`src/hw/icache_pkg.sv`:
```
package icache_pkg;

  localparam int FETCH_ADDR_W  = 64;  // processor fetch address width
  localparam int PADDR_W       = 32;  // external memory address width
  localparam int ADDR_LSB      = 3;   // byte offset within a 64-bit word
  localparam int DATA_W        = 64;
  localparam int RSP_TAG_W     = 4;   // zero is reserved for "nothing"
  localparam int DEFAULT_LINES = 32;

  // index and tag together cover paddr bits 31 down to ADDR_LSB
  function automatic int index_bits(int num_lines);
    return $clog2(num_lines);
  endfunction

  function automatic int tag_bits(int num_lines);
    return PADDR_W - ADDR_LSB - $clog2(num_lines);
  endfunction

  localparam int LINE_TAG_W = tag_bits(DEFAULT_LINES);  // 24 bits for 32 lines

  typedef enum logic [1:0] {
    BUS_NONE = 2'd0,
    BUS_LOAD = 2'd1
  } mem_cmd_e;

  typedef struct packed {
    logic [RSP_TAG_W-1:0] response;  // tag handed out on accept
    logic [DATA_W-1:0]    data;
    logic [RSP_TAG_W-1:0] tag;       // tag of the data returned this cycle
  } mem_rsp_t;

  typedef struct packed {
    logic [PADDR_W-1:0] paddr;
    logic               psel;
    logic               penable;
    logic               pwrite;
  } apb_req_t;

  typedef struct packed {
    logic                  valid;
    logic [LINE_TAG_W-1:0] tag;
    logic [DATA_W-1:0]     data;
  } cache_line_t;

endpackage

```
`src/hw/icache_ctrl.sv`:
```
`timescale 1ns/1ns

module icache_ctrl #(
  parameter int NUM_LINES = 32
) (
  input  logic                                               clock,
  input  logic                                               reset,
  input  logic [icache_pkg::FETCH_ADDR_W-1:0]                fetch_addr,
  input  icache_pkg::mem_rsp_t                               mem_rsp,
  input  logic                                               hit,
  input  logic [icache_pkg::DATA_W-1:0]                      hit_data,
  output logic [icache_pkg::index_bits(NUM_LINES)-1:0]       rd_index,
  output logic [icache_pkg::tag_bits(NUM_LINES)-1:0]         rd_tag,
  output icache_pkg::mem_cmd_e                               mem_cmd,
  output logic [icache_pkg::PADDR_W-1:0]                     mem_addr,
  output logic                                               wr_en,
  output logic [icache_pkg::index_bits(NUM_LINES)-1:0]       wr_index,
  output logic [icache_pkg::tag_bits(NUM_LINES)-1:0]         wr_tag,
  output logic [icache_pkg::DATA_W-1:0]                      wr_data,
  output logic [icache_pkg::DATA_W-1:0]                      fetch_data,
  output logic                                               fetch_valid
);

  localparam int INDEX_W = icache_pkg::index_bits(NUM_LINES);
  localparam int TAG_W   = icache_pkg::tag_bits(NUM_LINES);

  logic [INDEX_W-1:0] cur_index, last_index, pend_index;
  logic [TAG_W-1:0]   cur_tag, last_tag, pend_tag;
  logic [icache_pkg::RSP_TAG_W-1:0] pend_rsp;  // nonzero while a fill is owed
  logic miss_outstanding;
  logic changed_addr;
  logic accepted;
  logic fill_match;
  logic next_miss;

  assign {cur_tag, cur_index} = fetch_addr[icache_pkg::PADDR_W-1:icache_pkg::ADDR_LSB];

  assign changed_addr = (cur_index != last_index) || (cur_tag != last_tag);

  assign mem_cmd  = (miss_outstanding && !changed_addr) ? icache_pkg::BUS_LOAD
                                                        : icache_pkg::BUS_NONE;
  assign mem_addr = {fetch_addr[icache_pkg::PADDR_W-1:icache_pkg::ADDR_LSB],
                     {icache_pkg::ADDR_LSB{1'b0}}};  // word aligned

  assign accepted   = (mem_cmd == icache_pkg::BUS_LOAD) && (mem_rsp.response != '0);
  assign fill_match = (pend_rsp != '0) && (mem_rsp.tag == pend_rsp);

  // a fresh address misses unless present; an old miss waits for an accept
  assign next_miss = changed_addr ? !hit : (miss_outstanding && !accepted);

  assign rd_index = cur_index;
  assign rd_tag   = cur_tag;

  assign wr_en    = fill_match;
  assign wr_index = pend_index;  // fill goes where the miss was recorded
  assign wr_tag   = pend_tag;
  assign wr_data  = mem_rsp.data;

  assign fetch_data  = hit_data;
  assign fetch_valid = hit;

  always_ff @(posedge clock)
  begin
    if (reset)
    begin
      last_index       <= '1;  // all ones so the first address looks new
      last_tag         <= '1;
      miss_outstanding <= 1'b0;
      pend_rsp         <= '0;
    end
    else
    begin
      last_index       <= cur_index;
      last_tag         <= cur_tag;
      miss_outstanding <= next_miss;
      if (accepted)
        pend_rsp <= mem_rsp.response;
      else if (fill_match)
        pend_rsp <= '0;  // record retired once the data is written
    end
  end

  always_ff @(posedge clock)
  begin
    if (accepted)
    begin
      pend_index <= cur_index;
      pend_tag   <= cur_tag;
    end
  end

endmodule

```
`src/hw/icache_mem.sv`:
```
`timescale 1ns/1ns

module icache_mem #(
  parameter int NUM_LINES = 32
) (
  input  logic                                         clock,
  input  logic                                         reset,
  input  logic [icache_pkg::index_bits(NUM_LINES)-1:0] rd_index,
  input  logic [icache_pkg::tag_bits(NUM_LINES)-1:0]   rd_tag,
  input  logic                                         wr_en,
  input  logic [icache_pkg::index_bits(NUM_LINES)-1:0] wr_index,
  input  logic [icache_pkg::tag_bits(NUM_LINES)-1:0]   wr_tag,
  input  logic [icache_pkg::DATA_W-1:0]                wr_data,
  output logic                                         hit,
  output logic [icache_pkg::DATA_W-1:0]                hit_data
);

  localparam int LINE_TAG_W = icache_pkg::LINE_TAG_W;

  icache_pkg::cache_line_t lines [NUM_LINES];
  icache_pkg::cache_line_t rd_line;
  icache_pkg::cache_line_t wr_line;

  // stored tag field is sized for the default geometry
  assign rd_line = lines[rd_index];
  assign hit     = rd_line.valid && (rd_line.tag == LINE_TAG_W'(rd_tag));
  assign hit_data = rd_line.data;

  always_comb
  begin
    wr_line.valid = 1'b1;
    wr_line.tag   = LINE_TAG_W'(wr_tag);
    wr_line.data  = wr_data;
  end

  always_ff @(posedge clock)
  begin
    if (reset)
    begin
      for (int i = 0; i < NUM_LINES; i++)
        lines[i].valid <= 1'b0;  // only valid bits are cleared
    end
    else if (wr_en)
    begin
      lines[wr_index] <= wr_line;  // a fill overwrites whatever was there
    end
  end

endmodule

```
`src/hw/icache_top.sv`:
```
`timescale 1ns/1ns

module icache_top #(
  parameter int NUM_LINES = 32
) (
  input  logic                                clock,
  input  logic                                reset,
  input  logic [icache_pkg::FETCH_ADDR_W-1:0] fetch_addr,
  input  logic [icache_pkg::DATA_W-1:0]       prdata,
  input  logic                                pready,
  output logic [icache_pkg::DATA_W-1:0]       fetch_data,
  output logic                                fetch_valid,
  output icache_pkg::apb_req_t                apb
);

  localparam int INDEX_W = icache_pkg::index_bits(NUM_LINES);
  localparam int TAG_W   = icache_pkg::tag_bits(NUM_LINES);

  logic [INDEX_W-1:0]              rd_index, wr_index;
  logic [TAG_W-1:0]                rd_tag, wr_tag;
  logic [icache_pkg::DATA_W-1:0]   hit_data, wr_data;
  logic                            hit, wr_en;
  logic [icache_pkg::PADDR_W-1:0]  mem_addr;
  icache_pkg::mem_cmd_e            mem_cmd;
  icache_pkg::mem_rsp_t            mem_rsp;

  icache_ctrl #(
    .NUM_LINES (NUM_LINES)
  ) ctrl0 (
    .clock       (clock),
    .reset       (reset),
    .fetch_addr  (fetch_addr),
    .mem_rsp     (mem_rsp),
    .hit         (hit),
    .hit_data    (hit_data),
    .rd_index    (rd_index),
    .rd_tag      (rd_tag),
    .mem_cmd     (mem_cmd),
    .mem_addr    (mem_addr),
    .wr_en       (wr_en),
    .wr_index    (wr_index),
    .wr_tag      (wr_tag),
    .wr_data     (wr_data),
    .fetch_data  (fetch_data),
    .fetch_valid (fetch_valid)
  );

  icache_mem #(
    .NUM_LINES (NUM_LINES)
  ) mem0 (
    .clock    (clock),
    .reset    (reset),
    .rd_index (rd_index),
    .rd_tag   (rd_tag),
    .wr_en    (wr_en),
    .wr_index (wr_index),
    .wr_tag   (wr_tag),
    .wr_data  (wr_data),
    .hit      (hit),
    .hit_data (hit_data)
  );

  imem_apb_bridge bridge0 (
    .clock    (clock),
    .reset    (reset),
    .mem_cmd  (mem_cmd),
    .mem_addr (mem_addr),
    .prdata   (prdata),
    .pready   (pready),
    .mem_rsp  (mem_rsp),
    .apb      (apb)
  );

endmodule

```
`src/hw/imem_apb_bridge.sv`:
```
`timescale 1ns/1ns

module imem_apb_bridge (
  input  logic                           clock,
  input  logic                           reset,
  input  icache_pkg::mem_cmd_e           mem_cmd,
  input  logic [icache_pkg::PADDR_W-1:0] mem_addr,
  input  logic [icache_pkg::DATA_W-1:0]  prdata,
  input  logic                           pready,
  output icache_pkg::mem_rsp_t           mem_rsp,
  output icache_pkg::apb_req_t           apb
);

  typedef enum logic [1:0] {
    IDLE   = 2'd0,
    SETUP  = 2'd1,
    ACCESS = 2'd2,
    RESP   = 2'd3
  } state_e;

  state_e state, state_next;

  logic [icache_pkg::RSP_TAG_W-1:0] next_tag;  // rotates 1..15
  logic [icache_pkg::RSP_TAG_W-1:0] cur_tag;
  logic [icache_pkg::PADDR_W-1:0]   addr_q;
  logic [icache_pkg::DATA_W-1:0]    data_q;
  logic                             take;

  // only an idle bridge accepts, so busy cycles answer with response zero
  assign take = (state == IDLE) && (mem_cmd == icache_pkg::BUS_LOAD);

  always_comb
  begin
    state_next = state;
    case (state)
      IDLE:    if (take) state_next = SETUP;
      SETUP:   state_next = ACCESS;
      ACCESS:  if (pready) state_next = RESP;
      RESP:    state_next = IDLE;
      default: state_next = IDLE;
    endcase
  end

  always_ff @(posedge clock)
  begin
    if (reset)
    begin
      state    <= IDLE;
      next_tag <= 4'd1;
    end
    else
    begin
      state <= state_next;
      if (take)
        next_tag <= (next_tag == '1) ? 4'd1 : next_tag + 4'd1;  // skip zero
    end
  end

  always_ff @(posedge clock)
  begin
    if (take)
    begin
      addr_q  <= mem_addr;
      cur_tag <= next_tag;
    end
    if ((state == ACCESS) && pready)
      data_q <= prdata;  // returned one cycle later
  end

  always_comb
  begin
    mem_rsp.response = take ? next_tag : '0;
    mem_rsp.tag      = (state == RESP) ? cur_tag : '0;
    mem_rsp.data     = (state == RESP) ? data_q : '0;
  end

  always_comb
  begin
    apb.paddr   = addr_q;
    apb.psel    = (state == SETUP) || (state == ACCESS);
    apb.penable = (state == ACCESS);
    apb.pwrite  = 1'b0;  // read only
  end

endmodule

```
`config.mk`:
```
export PLATFORM = sky130hd
export DESIGN_NAME = icache_top
export DESIGN_NICKNAME = d
export VERILOG_FILES = /design/src/hw/icache_pkg.sv /design/src/hw/icache_ctrl.sv /design/src/hw/icache_mem.sv /design/src/hw/icache_top.sv /design/src/hw/imem_apb_bridge.sv
export SDC_FILE = /design/constraint.sdc
export NUM_CORES = 2
export LEC_CHECK = 0
export BUFFER_PORTS_ARGS = -buffer_cell sky130_fd_sc_hd__buf_4
export CAP_MARGIN = 30
export CORE_MARGIN = 4
export CORE_UTILIZATION = 46
export DETAILED_ROUTE_END_ITERATION = 12
export HOLD_SLACK_MARGIN = 0.02
export REMOVE_ABC_BUFFERS = 1
export SYNTH_ARGS = -nofsm -noshare
export SYNTH_HDL_FRONTEND = slang
export SYNTH_SLANG_ARGS = --single-unit
```
`constraint.sdc`:
```
create_clock -name clock -period 5.7 [get_ports clock]
set_input_delay 0.855 -clock clock [delete_from_list [all_inputs] [get_ports clock]]
set_output_delay 0.855 -clock clock [all_outputs]
set_load 0.01 [all_outputs]
```
==> run summary <==
Clock transition at path regs = 0.06 ns
DRT Pass-1 Iters = 5
Final worst slack = 0.2272 ns
Number of global-route vias before repair = 54970
Gpl congestion = 0.7922
Clock sink count = 3014
Top Usage Layer GRT = met2
Fraction of layout cells with a size suffix above 1 = 29.94%
Clock tree buffer depth = 4
Max VDD drop = 0.0002652 V
Wire length per cell = 32.42 um
Die Span Y = 508 um
Status = finished, final reports clean
Initial core utilization = 46.25%
Drt drc = 0
Routed wire length = 293.4 mm
Gr ovfl total = 0
Fin util = 53.27%
Peak Freq = 0.1827 GHz
Post-synthesis cell count = 5005
Initial drt markers = 6736
Min Hold Slack = 0.09347 ns
Critical path type = in -> out
Final period util = 96.01%
Initial antenna violation count = 6
EDFF count, synth = 2942
Core area = 248700 um^2
Cell Area, Synth = 115000 um^2
Die Wd = 508 um
Arrival time worst endpoint = 4.62 ns
Num CTS Buffers = 329
Largest net degree at the start of global routing = 150
Predominant post-synthesis flop cell = edfxtp_1
CTS tree = built
Root Driver = clkbuf_16
First-pass GRT wire length = 416.9 mm
Crit Path Max Fanout = 57
Unrepaired setup endpoints after global routing = no
Setup TNS = 0 ns
Final nets = 5612
Worst skew pair latency = 0.96 ns
Die area = 258100 um^2
Vias per Instance = 6.079
Synth area leaders = edfxtp_1, mux4_2, mux2i_1, dfxtp_1, a22oi_1
HPWL after DPL = 147.9 mm
Yosys cell types = 69
R2R setup slack = 2.21 ns
PortBufs = 191
Max Cap Viol = 0
Top cell type's share of synthesized area = 76.82%
P&R area growth vs syn = 15.18%
PwrDens = 345.5 nW/um^2
Postcts setup bufs = 0
Post-synth top area cell = edfxtp_1
Final Setup Violations = 0
Syn avg cell area = 22.98 um^2
FP Rows = 183
Non-filler cells, final = 9051
Met2 Use GR = 35.92%
H-tree Lvls = 5
Grt met3 use = 3.598%
DP Worst Slack = 0.1995 ns
Max-slew violations = 0
Worst-margin pin slew = 1.157 ns
Slew HR = 22.84%
Synth Register Bits = 3014
Req. time, crit path = 4.85 ns
Fin. Hold Viols = 0
Placed cells = 8471
Yosys Warn Count = 0
Worst Hold Class = in -> reg
Routed vias = 55020
Seq/Total Area, Yosys = 78.07%
Met1 GRT Util = 33.95%
Leak pwr = 46.40 nW
Gr usage total = 22.76%
Routed Antenna Nets = 0
Post-layout minimum cycle time = 5.473 ns
Setup Skew = 0.08007 ns
Post-synth ARST share = 0%
Critical Path Sink Type = primary output
Crit start category = primary input
Number of I/O pins = 231
==> stage by stage <==
stage / cell area, um^2 / power (W)
finish: 132500 / 0.04576
global route: 132500 / 0.04718
CTS: 132400 / 0.04615
detailed placement: 122100 / 0.02589
global placement: 122100 / 0.02589
floorplan: 113700 / 0.02511
==> cell type report <==
class / count / area [um^2]
antenna: 2 / 5.005
clock buffer: 417 / 8803
clock inverter: 157 / 1433
fill: 19010 / 116200
inverter: 42 / 165.2
multi-input combinational: 1688 / 24000
sequential: 3014 / 89790
tap: 3330 / 4167
timing repair buffer: 401 / 4104
==> what timing repair did <==
action | 4_1_cts | 5_1_grt
hold buffers | 1 | 0
setup endpoints to repair | 0 | 1
hold endpoints to repair | 1 | 0
resized for setup | 0 | 1
==> synth_stat cells (7+ instances only) <==
cell / n
nor2_1: 64
mux4_1: 7
a22oi_1: 83
mux2i_1: 185
buf_2: 83
o21ai_0: 13
buf_1: 14
edfxtp_1: 2942
a21oi_1: 16
mux2_2: 52
inv_1: 42
a221oi_1: 8
a211oi_1: 10
clkbuf_1: 132
nand4_1: 13
xnor2_1: 7
mux4_2: 749
and2_1: 70
nand3_1: 34
and3_1: 7
nand2_1: 121
buf_4: 15
nor2b_1: 19
xor2_1: 43
o22ai_1: 38
or2_2: 31
dfxtp_1: 72
nor4_1: 12
nor3_1: 10
buf_6: 13
nand2b_1: 10
==> worst max-delay path: stages <==
cell and delay [ns]:
buf_8 0.39, nor2b_2 0.42, buf_4 0.36, a22o_1 0.22, o32ai_1 0.08, nor2_1 0.34, buf_4 0.20, xnor2_1 0.06
or4_1 0.38, or3_1 0.36, nor4_4 0.47, buf_4 0.19, buf_4 0.11
==> path summary, 6_finish.rpt <==
check / start / to / cells past startpoint
min reg2reg: mem0.lines[19][88] / mem0.lines[19][88] / 2
max reg2reg: bridge0.state[1] / mem0.lines[10][30] / 7
min: prdata[33] / bridge0.data_q[33] / 1
max: fetch_addr[4] / fetch_valid / 13
==> report_power, final <==
part / internal (W) / switching [W]
Clock: 0.0121 / 0.00830
Combinational: 0.000655 / 0.000788
Sequential: 0.0240 / 0.00000454
==> logic make-up (layout without fill, tap and decap cells) <==
kind of cell / Yosys count / count (layout) / synth area share [%]
AOI/OAI and AO/OA: 219 / 219 / 1.373
xor gates and xnor gates: 50 / 50 / 0.3808
adders and majority gates: 5 / 5 / 0.05440
buffers and inverters: 306 / 1017 / 1.300
DFF: 3014 / 3014 / 78.07
muxes: 993 / 993 / 16.95
other: 1 / 6 / 0.003261
and+or+nand+nor: 417 / 417 / 1.866
==> state kept, by name, summed over array words and instances, names as in the netlist <==
signal and cells:
mem0.lines 2848, bridge0.data_q 64, bridge0.addr_q 29, ctrl0.last_tag 24, ctrl0.wr_tag 24, ctrl0.last_index 5, ctrl0.wr_index 5, bridge0.cur_tag 4
bridge0.next_tag 4, ctrl0.pend_rsp 4, bridge0.state 2, ctrl0.miss_outstanding 1
==> cells in the final DEF, fill, tap and decap left out, types with 31 or more instances in the layout <==
cell       Yosys  routed
o22ai_1       38      38
clkbuf_1     132      73
mux2_2        52      52
a22oi_1       83      83
inv_1         42      41
nand3_1       34      34
nor2_4         0      32
mux4_2       749     749
clkbuf_16      0     338
nand2_1      121     121
edfxtp_1    2942    2942
dfxtp_1       72      72
clkinv_1       0      64
clkinv_2       0      51
nor2_1        64      32
or2_2         31      31
buf_4         15     315
mux2i_1      185     185
buf_12         2      76
xor2_1        43      43
and2_1        70      69
==> routing by layer <==
layer	vias up	wire [um]	part of all wire [%]
li1	22120	-	-
met4	0	5508	1.9
met1	30150	123500	42
met5	-	0	0
met3	392	23290	7.9
met2	2364	141100	48
Note: power is estimated with default switching activity, not from simulation.
